`config.mk`:
```
export PLATFORM = sky130hd
export DESIGN_NAME = dzMux
export DESIGN_NICKNAME = d
export VERILOG_FILES = /design/src/source/dzPkg.sv /design/src/source/dzRxLinesIf.sv /design/src/source/dzSiloCsrIf.sv /design/src/source/dzRxUartBank.sv /design/src/source/dzRxSilo.sv /design/src/source/dzApbRegs.sv /design/src/source/dzMux.sv
export VERILOG_INCLUDE_DIRS = /design/src /design/src/include
export SDC_FILE = /design/constraint.sdc
export NUM_CORES = 1
export LEC_CHECK = 0
export ABC_CLOCK_PERIOD_IN_PS = 9400
export BUFFER_PORTS_ARGS = -buffer_cell sky130_fd_sc_hd__buf_2
export CAP_MARGIN = 5
export CORE_AREA = 3 3 424 426
export CTS_CLUSTER_SIZE = 10
export DETAILED_ROUTE_END_ITERATION = 6
export DIE_AREA = 0 0 427 429
export GPL_TIMING_DRIVEN = 0
export HOLD_SLACK_MARGIN = 0.03
export REMOVE_ABC_BUFFERS = 1
export SYNTH_ARGS = -nofsm -noshare
export SYNTH_HDL_FRONTEND = slang
export SYNTH_SLANG_ARGS = --single-unit
```
`constraint.sdc`:
```
create_clock -name clk -period 9.4 [get_ports clk]
set_clock_uncertainty 0.1 [all_clocks]
set_input_delay 1.88 -clock clk [delete_from_list [all_inputs] [get_ports clk]]
set_output_delay 1.88 -clock clk [all_outputs]
set_load 0.01 [all_outputs]
```
`src/include/dzMux_params.svh`:
```
// Line count, silo sizing, alarm threshold, bit timing and APB register offsets
`ifndef DZMUX_PARAMS_SVH
`define DZMUX_PARAMS_SVH

////////////////////
// Serial lines
////////////////////
`define DZ_LINES 8
// Clock cycles per serial bit time
`define DZ_CLKS_PER_BIT 8

////////////////////
// Receive silo
////////////////////
`define DZ_SILO_DEPTH 64
// Stores since last RBUF read that raise SA
`define DZ_SA_THRESHOLD 16

// APB byte offsets
`define DZ_ADDR_CSR 8'h00
`define DZ_ADDR_RBUF 8'h04

`endif

```
`src/source/dzPkg.sv`:
```
// Shared enum types for the receiver FSM and the register decoder
`default_nettype none

package dzPkg;

   ////////////////////
   // Receiver FSM
   ////////////////////

   // One 8N1 frame per pass
   // IDLE waits for the falling start edge
   // START checks the start bit at mid-bit
   // DATA shifts in eight bits LSB first
   // STOP samples the stop bit and hands off
   typedef enum logic [1:0]
   {
      IDLE  = 2'd0,
      START = 2'd1,
      DATA  = 2'd2,
      STOP  = 2'd3
   } dzRxState_e;

   ////////////////////
   // Register decode
   ////////////////////

   // Unmapped offsets decode to NONE
   typedef enum logic [1:0]
   {
      NONE = 2'd0,
      CSR  = 2'd1,
      RBUF = 2'd2
   } dzRegSel_e;

endpackage

`default_nettype wire

```
`src/source/dzRxLinesIf.sv`:
```
// Receiver bank to silo interface with bank and silo modports
`default_nettype none
`include "dzMux_params.svh"

interface dzRxLinesIf;

   // Line currently visited by the scanner
   logic [2:0]           scan;
   // Scanned line word: FE, two zero bits, line number, character
   logic [13:0]          rxData;
   // Character waiting, one per line
   logic [`DZ_LINES-1:0] rxFull;
   // Taken by the silo, one per line
   logic [`DZ_LINES-1:0] rxClr;

   modport bank
   (
      output scan, rxData, rxFull,
      input  rxClr
   );

   modport silo
   (
      input  scan, rxData, rxFull,
      output rxClr
   );

endinterface

`default_nettype wire

```
`src/source/dzSiloCsrIf.sv`:
```
// Register block to silo interface with regs and silo modports
`default_nettype none

interface dzSiloCsrIf;

   ////////////////////
   // From the registers
   ////////////////////

   // One-cycle silo clear
   logic        clr;
   // Master scan enable
   logic        csrMse;
   // Silo alarm enable
   logic        csrSae;
   // One-cycle pop after an RBUF read
   logic        rbufPop;

   ////////////////////
   // From the silo
   ////////////////////

   // Silo holds at least one word
   logic        rdone;
   // Silo alarm
   logic        sa;
   // DVAL, OVRE, FE, zeros, line, character
   logic [15:0] rbuf;

   modport regs
   (
      output clr, csrMse, csrSae, rbufPop,
      input  rdone, sa, rbuf
   );

   modport silo
   (
      input  clr, csrMse, csrSae, rbufPop,
      output rdone, sa, rbuf
   );

endinterface

`default_nettype wire

```
`src/source/dzRxUartBank.sv`:
```
// Eight 8N1 oversampling receivers, line scanner and scanned-word multiplexer
`default_nettype none
`include "dzMux_params.svh"

module dzRxUartBank
   import dzPkg::*;
(
   input  logic                 clk,
   input  logic                 rst,
   input  logic [`DZ_LINES-1:0] rxd,
   dzRxLinesIf.bank             lines
);

   localparam int CntW = $clog2(`DZ_CLKS_PER_BIT);
   localparam logic [CntW-1:0] MidCnt = CntW'(`DZ_CLKS_PER_BIT / 2 - 1);
   localparam logic [CntW-1:0] EndCnt = CntW'(`DZ_CLKS_PER_BIT - 1);

   // Held characters and flags of all lines
   wire [`DZ_LINES-1:0][7:0] charVec;
   wire [`DZ_LINES-1:0]      feVec;
   wire [`DZ_LINES-1:0]      fullVec;

   logic [2:0] scanCnt;

   ////////////////////
   // Receivers
   ////////////////////

   for (genvar i = 0; i < `DZ_LINES; i++)
   begin : gRx
      dzRxState_e      state;
      logic [1:0]      syncReg;
      logic [CntW-1:0] sampleCnt;
      logic [2:0]      bitCnt;
      logic [7:0]      shiftReg;
      logic [7:0]      holdChar;
      logic            holdFe;
      logic            full;
      logic            rxSync;

      // Second sync stage is the sampled line
      assign rxSync = syncReg[1];

      always_ff @(posedge clk or posedge rst)
      begin
         if (rst)
         begin
            // Line idles high
            syncReg   <= 2'b11;
            state     <= IDLE;
            sampleCnt <= '0;
            bitCnt    <= '0;
            full      <= 1'b0;
         end
         else
         begin
            syncReg <= {syncReg[0], rxd[i]};
            // Silo took the character
            if (lines.rxClr[i])
               full <= 1'b0;
            case (state)
               IDLE:
               begin
                  sampleCnt <= '0;
                  if (!rxSync)
                     state <= START;
               end
               START:
               begin
                  sampleCnt <= sampleCnt + 1'b1;
                  // Glitch shorter than half a bit goes back to idle
                  if (sampleCnt == MidCnt)
                  begin
                     sampleCnt <= '0;
                     bitCnt    <= '0;
                     state     <= rxSync ? IDLE : DATA;
                  end
               end
               DATA:
               begin
                  sampleCnt <= sampleCnt + 1'b1;
                  if (sampleCnt == EndCnt)
                  begin
                     sampleCnt <= '0;
                     bitCnt    <= bitCnt + 1'b1;
                     if (bitCnt == 3'd7)
                        state <= STOP;
                  end
               end
               STOP:
               begin
                  sampleCnt <= sampleCnt + 1'b1;
                  // New character wins over a pending clear
                  if (sampleCnt == EndCnt)
                  begin
                     full  <= 1'b1;
                     state <= IDLE;
                  end
               end
               default:
                  state <= IDLE;
            endcase
         end
      end

      // Payload shift and hold
      always_ff @(posedge clk)
      begin
         if (state == DATA && sampleCnt == EndCnt)
            shiftReg <= {rxSync, shiftReg[7:1]};
         if (state == STOP && sampleCnt == EndCnt)
         begin
            holdChar <= shiftReg;
            holdFe   <= ~rxSync;
         end
      end

      assign charVec[i] = holdChar;
      assign feVec[i]   = holdFe;
      assign fullVec[i] = full;
   end

   ////////////////////
   // Scanner
   ////////////////////

   // Free running, one line per clock
   always_ff @(posedge clk or posedge rst)
   begin
      if (rst)
         scanCnt <= '0;
      else
         scanCnt <= scanCnt + 1'b1;
   end

   assign lines.scan   = scanCnt;
   assign lines.rxFull = fullVec;
   // FE, two zero bits, line number, character
   assign lines.rxData = {feVec[scanCnt], 2'b00, scanCnt, charVec[scanCnt]};

   // Silo clears at most the one scanned line, and only a full one
   assert property (@(posedge clk) disable iff (rst)
      $onehot0(lines.rxClr) && ((lines.rxClr & ~fullVec) == '0))
      else $error("rxClr names a line without a character");

endmodule

`default_nettype wire

```
`src/source/dzRxSilo.sv`:
```
// Receive silo FIFO with overrun marking, silo alarm and RBUF word
`default_nettype none
`include "dzMux_params.svh"

module dzRxSilo
(
   input  logic     clk,
   input  logic     rst,
   dzRxLinesIf.silo lines,
   dzSiloCsrIf.silo csr
);

   localparam int PtrW = $clog2(`DZ_SILO_DEPTH);
   localparam int CntW = $clog2(`DZ_SA_THRESHOLD + 1);
   localparam logic [PtrW-1:0] LastAddr = PtrW'(`DZ_SILO_DEPTH - 1);
   localparam logic [CntW-1:0] SaCount = CntW'(`DZ_SA_THRESHOLD);

   logic            wrEn;
   logic            rdEn;
   logic            empty;
   logic            full;
   logic            overwrite;
   logic [PtrW-1:0] wrPtr;
   logic [PtrW-1:0] rdPtr;
   logic [PtrW-1:0] lastPtr;
   logic [PtrW-1:0] wrAddr;
   // One wider than the pointers, 0 to DZ_SILO_DEPTH
   logic [PtrW:0]   depth;

   // OVRE over the 14-bit receiver word
   logic [14:0]     mem [`DZ_SILO_DEPTH];
   logic [14:0]     headReg;
   logic            dvalReg;

   logic [CntW-1:0] saCnt;
   logic            saReg;

   ////////////////////
   // Store and pop
   ////////////////////

   // Scanned line full and scanning on
   // Held back during clear so the character waits on its line
   assign wrEn = csr.csrMse & lines.rxFull[lines.scan] & ~csr.clr;
   assign rdEn = csr.rbufPop & ~empty;

   assign empty = (depth == '0);
   assign full  = (depth == (PtrW + 1)'(`DZ_SILO_DEPTH));

   // Hand back to the bank in the store cycle
   always_comb
   begin
      lines.rxClr = '0;
      if (wrEn)
         lines.rxClr[lines.scan] = 1'b1;
   end

   // Most recently stored entry
   assign lastPtr = (wrPtr == '0) ? LastAddr : wrPtr - 1'b1;

   // Full with no pop frees nothing, so replace the newest entry
   assign overwrite = wrEn & full & ~rdEn;
   assign wrAddr    = overwrite ? lastPtr : wrPtr;

   always_ff @(posedge clk or posedge rst)
   begin
      if (rst)
      begin
         wrPtr <= '0;
         rdPtr <= '0;
         depth <= '0;
      end
      else if (csr.clr)
      begin
         wrPtr <= '0;
         rdPtr <= '0;
         depth <= '0;
      end
      else
      begin
         if (wrEn && !overwrite)
            wrPtr <= (wrPtr == LastAddr) ? '0 : wrPtr + 1'b1;
         if (rdEn)
            rdPtr <= (rdPtr == LastAddr) ? '0 : rdPtr + 1'b1;
         // Store and pop together leave depth alone
         if (wrEn && !rdEn && !full)
            depth <= depth + 1'b1;
         else if (rdEn && !wrEn)
            depth <= depth - 1'b1;
      end
   end

   ////////////////////
   // Silo array
   ////////////////////

   // Dual port, registered head read
   always_ff @(posedge clk)
   begin
      if (wrEn)
         mem[wrAddr] <= {overwrite, lines.rxData};
      headReg <= mem[rdPtr];
   end

   // DVAL lines up with the registered head word
   always_ff @(posedge clk or posedge rst)
   begin
      if (rst)
         dvalReg <= 1'b0;
      else
         dvalReg <= ~empty;
   end

   ////////////////////
   // Silo alarm
   ////////////////////

   // Stores since last pop or clear, not the depth
   // Saturates at the threshold
   always_ff @(posedge clk or posedge rst)
   begin
      if (rst)
      begin
         saCnt <= '0;
         saReg <= 1'b0;
      end
      else if (csr.clr || rdEn || !csr.csrSae)
      begin
         saCnt <= '0;
         saReg <= 1'b0;
      end
      else
      begin
         if (wrEn && saCnt != SaCount)
            saCnt <= saCnt + 1'b1;
         if (saCnt == SaCount)
            saReg <= 1'b1;
      end
   end

   assign csr.rbuf  = {dvalReg, headReg};
   assign csr.rdone = dvalReg;
   assign csr.sa    = saReg;

   assert property (@(posedge clk) disable iff (rst)
      depth <= (PtrW + 1)'(`DZ_SILO_DEPTH))
      else $error("Silo depth past capacity");

   // Register block gates pops on RDONE, so one here means they disagree
   assert property (@(posedge clk) disable iff (rst)
      csr.rbufPop |-> !empty)
      else $error("RBUF pop with an empty silo");

endmodule

`default_nettype wire

```
`src/source/dzApbRegs.sv`:
```
// APB slave for CSR and RBUF, clear and pop pulses, receive interrupt
`default_nettype none
`include "dzMux_params.svh"

module dzApbRegs
   import dzPkg::*;
(
   input  logic        clk,
   input  logic        rst,
   input  logic        psel,
   input  logic        penable,
   input  logic        pwrite,
   input  logic [7:0]  paddr,
   input  logic [15:0] pwdata,
   output logic [15:0] prdata,
   output logic        pready,
   output logic        pslverr,
   output logic        irq,
   dzSiloCsrIf.regs    csr
);

   dzRegSel_e   sel;
   logic        access;
   logic        rbufRdAccess;
   logic        rbufWait;
   logic        csrWrite;
   logic        mseReg;
   logic        saeReg;
   logic        rieReg;
   logic        clrReg;
   logic [15:0] csrVal;

   ////////////////////
   // Decode
   ////////////////////

   always_comb
   begin
      case (paddr)
         `DZ_ADDR_CSR:  sel = CSR;
         `DZ_ADDR_RBUF: sel = RBUF;
         default:       sel = NONE;
      endcase
   end

   assign access       = psel & penable;
   assign rbufRdAccess = access & ~pwrite & (sel == RBUF);
   assign csrWrite     = access & pwrite & (sel == CSR);

   // One wait cycle on RBUF reads only
   always_ff @(posedge clk or posedge rst)
   begin
      if (rst)
         rbufWait <= 1'b0;
      else
         rbufWait <= rbufRdAccess & ~rbufWait;
   end

   assign pready  = access & ~(rbufRdAccess & ~rbufWait);
   // Unmapped offset or RBUF write
   assign pslverr = pready & ((sel == NONE) | ((sel == RBUF) & pwrite));

   // Pop on the completing edge when a word is waiting
   assign csr.rbufPop = rbufRdAccess & rbufWait & csr.rdone;

   ////////////////////
   // CSR
   ////////////////////

   always_ff @(posedge clk or posedge rst)
   begin
      if (rst)
      begin
         mseReg <= 1'b0;
         saeReg <= 1'b0;
         rieReg <= 1'b0;
         clrReg <= 1'b0;
      end
      else
      begin
         // CLR is a pulse
         clrReg <= csrWrite & pwdata[4];
         if (csrWrite)
         begin
            saeReg <= pwdata[12];
            rieReg <= pwdata[6];
            // Clear also stops scanning
            mseReg <= pwdata[5] & ~pwdata[4];
         end
      end
   end

   // SA 13, SAE 12, RDONE 7, RIE 6, MSE 5, CLR 4
   assign csrVal = {2'b00, csr.sa, saeReg, 4'b0000,
                    csr.rdone, rieReg, mseReg, clrReg, 4'b0000};

   always_comb
   begin
      case (sel)
         CSR:     prdata = csrVal;
         RBUF:    prdata = csr.rbuf;
         default: prdata = '0;
      endcase
   end

   assign csr.clr    = clrReg;
   assign csr.csrMse = mseReg;
   assign csr.csrSae = saeReg;

   // Alarm replaces done as the source when SAE is set
   assign irq = rieReg & (saeReg ? csr.sa : csr.rdone);

   // Completion only in an access phase that follows a setup cycle
   assert property (@(posedge clk) disable iff (rst)
      pready |-> psel && penable && $past(psel))
      else $error("PREADY outside an access phase");

   // First access cycle of an RBUF read always waits
   assert property (@(posedge clk) disable iff (rst)
      psel && !penable && !pwrite && sel == RBUF ##1 penable |-> !pready ##1 pready)
      else $error("RBUF read without exactly one wait state");

endmodule

`default_nettype wire

```
`src/source/dzMux.sv`:
```
// Top level joining receiver bank, silo and APB registers
`default_nettype none
`include "dzMux_params.svh"

module dzMux
(
   input  logic                 clk,
   input  logic                 rst,
   input  logic [`DZ_LINES-1:0] rxd,
   input  logic                 psel,
   input  logic                 penable,
   input  logic                 pwrite,
   input  logic [7:0]           paddr,
   input  logic [15:0]          pwdata,
   output logic [15:0]          prdata,
   output logic                 pready,
   output logic                 pslverr,
   output logic                 irq
);

   ////////////////////
   // Internal buses
   ////////////////////

   dzRxLinesIf linesIf ();
   dzSiloCsrIf csrIf ();

   // Serial lines in, scanned words out
   dzRxUartBank bank_i
   (
      .clk   (clk),
      .rst   (rst),
      .rxd   (rxd),
      .lines (linesIf.bank)
   );

   // Shared silo between the lines and RBUF
   dzRxSilo silo_i
   (
      .clk   (clk),
      .rst   (rst),
      .lines (linesIf.silo),
      .csr   (csrIf.silo)
   );

   // APB side
   dzApbRegs regs_i
   (
      .clk     (clk),
      .rst     (rst),
      .psel    (psel),
      .penable (penable),
      .pwrite  (pwrite),
      .paddr   (paddr),
      .pwdata  (pwdata),
      .prdata  (prdata),
      .pready  (pready),
      .pslverr (pslverr),
      .irq     (irq),
      .csr     (csrIf.regs)
   );

endmodule

`default_nettype wire

```
==> flow_summary_export.csv, run 1 <==
group,metric,value,unit
layout,syn_to_final_growth,17.6,%
logic_synthesis,syn-cell-area,0.0440,sq mm
grt,first_global_vias,22700,
clocking,ctsResizeCount,0,
setup_path,crit_family,"simple AND/OR/NAND/NOR gates",
layout,mostFrequentLayoutCells,"edfxtp_1 (968), mux4_2 (209), clkbuf_16 (134), nor2_1 (123)",
floorplanning,fp.dieH,429,microns
clocking,cts_hold_buf,0,
power,power,10.4,mW
setup_path,required,9590,ps
setup_path,path_max_fanout,19,
detailed_routing,ant_nets,0,
logic_synthesis,synth_edf_count,968,
placement,routabilityCongestion,0.748,
sta,slew_headroom,0.0281,
grt,grt.total_usage,0.106,
floorplanning,core.rowCount,154,
logic_synthesis,yosysWarnings,0,
detailed_routing,drtPass1Iterations,5,
detailed_routing,drc,0,
sta,worst_pin_slew,1460,ps
logic_synthesis,yosysSeqAreaShare,0.736,
setup_path,start_kind,"input pin",
grt,grt_start_max_net_pins,75,
layout,final_common_cell,"edfxtp_1",
grt,grt_use_met2,0.169,
clocking,post-cts-setup-buffers,0,
sta,slew_viol_final,0,
sta,fmax,140,MHz
sta,fin_ws,2270,ps
logic_synthesis,yosysTopAreaCell,"edfxtp_1",
hold_path,worstHoldPathType,"flop to flop",
clocking,cts_buffer_depth,3,
logic_synthesis,synth_area_leaders,"edfxtp_1 (66%), mux4_2 (11%), dfrtp_1 (6.0%), ha_1 (3.0%), nor2_1 (1.2%)",
logic_synthesis,synth_area_per_cell,18.3,sq um
power,p_sw_frac,0.214,
sta,finalHoldViolCount,0,
layout,final_nets,2682,
power,p_leak,17.3,nW
setup_path,path_cells,"buf_2 > nor4_1 > nand2_1 > or2_2 > ha_1 > and4b_1 > and3_1 > nor4_4 > buf_8 > buf_6 > mux2_2 > a22oi_2 > nor2_1",
grt,antenna_found_initial,1,
sta,setup_viol,0,
floorplanning,fp.dieW,427,microns
floorplanning,dieArea,0.183,sq mm
floorplanning,pin_count,56,
power,pwr-share-comb,0.044,
detailed_routing,drt-wirelength-per-cell,19.7,microns
sta,fin_crit_sh,0.758,
logic_synthesis,synth_top_flop_cell,"edfxtp_1",
grt,overflow,0,
sta,rsz0062_at_grt,"false",
logic_synthesis,netlist_instances,2402,
setup_path,cp_slowest_cell,"a22oi_2",
setup_path,path_class,"input pin to flop",
setup_path,cpPeakStageDelay,1150,ps
grt,grt.busiest_layer,"met2",
layout,drive_above_1_share,0.215,
logic_synthesis,post-synth-top-area-fraction,0.660,
sta,period_minus_slack,7130,ps
detailed_routing,routed_via_density,4.51,
logic_synthesis,yosysUniqueCellTypes,69,
logic_synthesis,synthArstFlopShare,0.111,
power,ir_worst_vdd,145,uV
detailed_routing,dr.first_iter.drc_count,2106,
floorplanning,core,0.176,sq mm
power,clkPwrFrac,0.440,
grt,use_met1,0.145,
clocking,cts_tree,"yes",
setup_path,worstPathArrival,7310,ps
clocking,clk_latency,720,ps
placement,hpwl,60400,microns
status,status,"completed",
grt,use_met3,0.0178,
logic_synthesis,synth-seq-cells,1103,
clocking,htreeDepth,4,
setup_path,worst-path-buf-inv,3,
detailed_routing,vias,22400,
clocking,path_clk_slew,50,ps
power,powerDensity,202,mW/mm^2
power,p_int,8.20,mW
layout,final_util,0.294,
clocking,cts_buffers,130,
placement,pre_cts_slack,1560,ps
placement,port-buffer-count,42,
setup_path,endpoint_kind,"flop",
floorplanning,initial_utilization,0.250,
grt,grt_first_pass_wirelength,147000,microns
detailed_routing,routed_wl,97900,microns
power,p_switching,2.24,mW
power,seqPwrFrac,0.516,
job,cap_violations,0,
clocking,cts.sinks,1103,
clocking,clock-root-buffer,"clkbuf_16",
-- layout make-up --
class / count / area (sq um)
fill: 17300 / 124000
sequential: 1103 / 32400
multi-input combinational: 1110 / 11100
clock buffer: 205 / 3650
tap: 2340 / 2930
timing repair buffer: 106 / 1150
inverter: 87 / 332
clock inverter: 13 / 189
antenna: 1 / 2.50
-- sequential cells by signal (all words and copies together), names as in the netlist, 6 cells and up, named ones only --
register,flops
bank_i.gRx.holdFe,8
bank_i.gRx.full,8
silo_i.depth,7
bank_i.gRx.holdChar,64
bank_i.gRx.shiftReg,64
bank_i.gRx.syncReg,16
silo_i.wrPtr,6
bank_i.gRx.sampleCnt,24
bank_i.gRx.bitCnt,24
silo_i.mem,832
bank_i.gRx.state,8
silo_i.rdPtr,6
silo_i.headReg,13
-- path summary, 6_finish.rpt --
kind	from	to	slack, ps	cells past startpoint
max	paddr[5]	silo_i.mem[22][7]	2270	13
min	bank_i.gRx[3].syncReg[0]	bank_i.gRx[3].syncReg[1]	250	0
max reg2reg	bank_i.lines.scan[0]	silo_i.mem[22][7]	3580	8
min reg2reg	bank_i.gRx[3].syncReg[0]	bank_i.gRx[3].syncReg[1]	250	0
max in group asynchronous	rst	bank_i.gRx[0].syncReg[1]	7230	3
min in group asynchronous	rst	bank_i.gRx[5].sampleCnt[2]	1180	2
-- layer usage --
metal,part of all wire,vias up
met3,0.056,158
li1,-,9878
met1,0.43,11700
met4,0.028,0
met5,0,-
met2,0.48,641
-- per-stage QoR --
step	hold slack (ps)	std cells	area (sq um)	TNS, ps
finish	254	4965	51700	0
global placement	248	4682	46700	-211530
global route	259	4964	51700	0
detailed placement	247	4728	47700	0
floorplan	245	2300	43600	-1200
CTS	255	4946	51600	0
-- kinds of logic (layout without fill, tap and decap cells) --
family                   count (synthesis)  count (layout)  share of synthesized area
flip-flops                            1103            1103                      0.736
AND/OR/NAND/NOR                        452             452                     0.0495
AO/OA/AOI/OAI                          286             286                     0.0468
multiplexers                           252             252                      0.117
buffers and inverters                  189             411                     0.0173
adder cells (fa/ha/maj)                107             107                     0.0306
XOR/XNOR                                12              12                    0.00239
other                                    1               2                  0.0000852
-- worst reg2reg max path: cells and delay by family, from the launching register on --
kind | cells | cell delay (ps)
flops | 1 | 990
buf+inv | 2 | 450
compound gates | 1 | 1150
simple gates | 2 | 1470
mux | 3 | 1230
-- cell usage after synthesis (3+ instances only) --
library cell,n
clkbuf_1,64
nand4b_1,3
a22o_1,35
and2_1,28
a22oi_1,27
a211oi_1,15
buf_1,7
nand4_1,6
a21o_1,17
and3_1,7
o22ai_1,34
dfstp_2,16
or2_2,6
o41ai_1,9
nor2b_1,17
nor2_1,144
ha_1,106
inv_1,87
o221ai_1,12
edfxtp_1,968
nand2b_1,18
nand3_1,31
mux4_2,209
nand2_1,106
buf_2,28
o21ai_0,54
dfrtp_1,106
nor3b_1,15
mux2_2,19
mux2i_1,24
a221oi_1,33
a21oi_1,24
nor4_1,6
a31oi_1,4
nor3_1,51
xnor2_1,5
o211ai_1,5
dfxtp_1,13
xor2_1,7
-- power groups by stage --
stage,Sequential [mW],Clock [mW],Combinational [mW]
6_report,5.39,4.59,0.462
5_1_grt,5.39,4.89,0.543
2_1_floorplan,5.47,0,0.364
3_5_place_dp,5.48,0,0.464
4_1_cts,5.39,4.69,0.469
3_3_place_gp,5.48,0,0.458
No activity file was read; power rests on OpenSTA's default activity.
==> inputs of run 2 (changes only) <==
--- a/config.mk
+++ b/config.mk
@@ -6,7 +6,7 @@
 export SDC_FILE = /design/constraint.sdc
 export NUM_CORES = 1
 export LEC_CHECK = 0
-export ABC_CLOCK_PERIOD_IN_PS = 9400
+export ABC_CLOCK_PERIOD_IN_PS = 5800
 export BUFFER_PORTS_ARGS = -buffer_cell sky130_fd_sc_hd__buf_2
 export CAP_MARGIN = 5
 export CORE_AREA = 3 3 424 426
==> constraint.sdc (replaced) <==
create_clock -name clk -period 5.8 [get_ports clk]
set_clock_uncertainty 0.1 [all_clocks]
set_input_delay 1.16 -clock clk [delete_from_list [all_inputs] [get_ports clk]]
set_output_delay 1.16 -clock clk [all_outputs]
set_load 0.01 [all_outputs]
==> run 2 against run 1 <==
  * Sequential share of layout area is 0.12 points lower
  * Worst hold slack hardly changed
  * First-iteration DRC count is 4.9% higher
  * Power is 62% higher
  * Die area stayed put
  * Global-route usage hardly changed
  * Critical path depth is 2 lower
  * Via count hardly changed
  * Cell count hardly changed
  * Count of clock-buffer cells in the layout stayed put
  * Sequential power is 62% higher
  * Critical path type unchanged
==> flow_summary_export.csv, run 2 (synthesis gave the netlist of run 1 again) <==
group,metric,value,unit
sta,fin_crit_sh,0.979,
grt,grt.busiest_layer,"met2",
floorplanning,core,0.176,sq mm
clocking,cts_buffers,130,
clocking,cts_tree,"yes",
grt,grt.total_usage,0.106,
layout,regMostFlops,"silo_i.mem",
grt,overflow,0,
hold_path,worstHoldPathType,"flop to flop",
clocking,cts_buffer_depth,3,
layout,mostFrequentLayoutCells,"edfxtp_1 (968), mux4_2 (209), clkbuf_16 (134), nor2_1 (110)",
detailed_routing,ant_nets,0,
sta,fin_ws,121,ps
floorplanning,pin_count,56,
setup_path,path_max_fanout,16,
clocking,path_clk_slew,50,ps
grt,first_global_vias,22700,
setup_path,r2r_slack,830,ps
sta,rsz0062_at_grt,"true",
sta,period_minus_slack,5680,ps
sta,setup_viol,0,
grt,antenna_found_initial,0,
setup_path,cp_slowest_cell,"nor2_2",
clocking,clk_latency,730,ps
layout,num_antenna_cells,0,
layout,syn_to_final_growth,17.8,%
clocking,cts_hold_buf,0,
layout,final_nets,2686,
power,ir_worst_vdd,236,uV
setup_path,worstPathArrival,5920,ps
layout,largest_register_ffs,832,
detailed_routing,routed_wl,98100,microns
placement,routabilityCongestion,0.748,
grt,use_met3,0.0178,
layout,fillers,17300,
placement,port-buffer-count,42,
sta,slew_headroom,0.0421,
floorplanning,dieArea,0.183,sq mm
grt,use_met1,0.144,
sta,worst_pin_slew,1440,ps
detailed_routing,routed_via_density,4.50,
setup_path,path_cells,"buf_2 > nor4_1 > nand2_1 > or2_2 > ha_1 > and4b_1 > and3_1 > nor2_1 > mux2i_1 > o211ai_1 > nor2_2",
setup_path,path_class,"input pin to flop",
floorplanning,fp.dieH,429,microns
power,powerDensity,326,mW/mm^2
sta,fmax,176,MHz
detailed_routing,dr.first_iter.drc_count,2210,
floorplanning,fp.dieW,427,microns
floorplanning,initial_utilization,0.250,
grt,grt_start_max_net_pins,75,
power,p_leak,17.3,nW
setup_path,required,6040,ps
detailed_routing,drtPass1Iterations,5,
setup_path,cpPeakStageDelay,810,ps
floorplanning,core.rowCount,154,
sta,hold_ws,254,ps
grt,grt_first_pass_wirelength,147000,microns
placement,dpl_cell_area,0.0477,sq mm
detailed_routing,drt-wirelength-per-cell,19.7,microns
setup_path,endpoint_kind,"flop",
sta,slew_viol_final,0,
grt,grt_use_met2,0.168,
layout,fin_area,0.0518,sq mm
layout,final_common_cell,"edfxtp_1",
sta,finalHoldViolCount,0,
clocking,cts.sinks,1103,
job,cap_violations,0,
detailed_routing,vias,22400,
clocking,htreeDepth,4,
layout,top_regs,"silo_i.mem: 832 flops, bank_i.gRx.holdChar: 64 flops, bank_i.gRx.shiftReg: 64 flops",
clocking,clock-root-buffer,"clkbuf_16",
status,status,"completed",
placement,pre_cts_slack,-1320,ps
placement,hpwl,60400,microns
layout,drive_above_1_share,0.221,
detailed_routing,drc,0,
setup_path,start_kind,"input pin",
## run 2: critical path: cells and delay by family
family | cells | cell delay (ps)
AND/OR/NAND/NOR | 7 | 2820
buffers and inverters | 1 | 90
AO/OA/AOI/OAI | 1 | 560
adder cells (fa/ha/maj) | 1 | 460
multiplexers | 1 | 800
## run 2: what timing repair did
| action | CTS | global route |
|---|---|---|
| buffers inserted | 4 | 2 |
| pin swaps | 1 | 1 |
| setup endpoints to repair | 426 | 234 |
| resized for setup | 4 | 13 |
| gates cloned | 0 | 0 |
## run 2: layout make-up
class                           count  area, sq um  share of cell area
Clock buffer                      205         3650              0.0704
Clock inverter                     13          189             0.00364
Inverter                           87          332             0.00640
Multi-Input combinational cell   1110        11100               0.215
Sequential cell                  1103        32400               0.625
Tap cell                         2340         2930              0.0565
Timing Repair Buffer              110         1190              0.0230
## run 2: metrics by stage
step,TNS [ps],cells,util,power [mW]
after global placement,-2494400,4682,0.265,9.63
after global routing,-275,4968,0.294,17.5
final,0,4968,0.294,16.9
after CTS,-12330,4950,0.293,17.1
after floorplan,-84040,2300,-,9.46
after detailed placement,-603440,4728,0.271,9.64
## run 2: report_power, final
part	internal [mW]	leakage, nW	switching, mW
registers	8.65	10.9	0.0816
clock network	4.35	1.84	3.08
logic	0.285	4.53	0.465
total	13.3	17.3	3.63
## run 2: worst paths after layout
path,cells after the start,end,startpoint
setup / recovery,11,silo_i.mem[14][12],paddr[5]
hold / removal,0,bank_i.gRx[3].syncReg[1],bank_i.gRx[3].syncReg[0]
setup reg to reg,10,silo_i.mem[5][3],bank_i.lines.scan[0]
hold reg to reg,0,bank_i.gRx[3].syncReg[1],bank_i.gRx[3].syncReg[0]
max in group asynchronous,3,bank_i.gRx[0].syncReg[0],rst
min in group asynchronous,2,bank_i.gRx[5].sampleCnt[2],rst
## run 2: routing by layer
metal	share of wire	routed length (microns)	up-vias
li1	-	-	9892
met1	0.44	42900	11600
met2	0.48	47000	668
met3	0.054	5340	156
met4	0.030	2900	0
met5	0	0	-
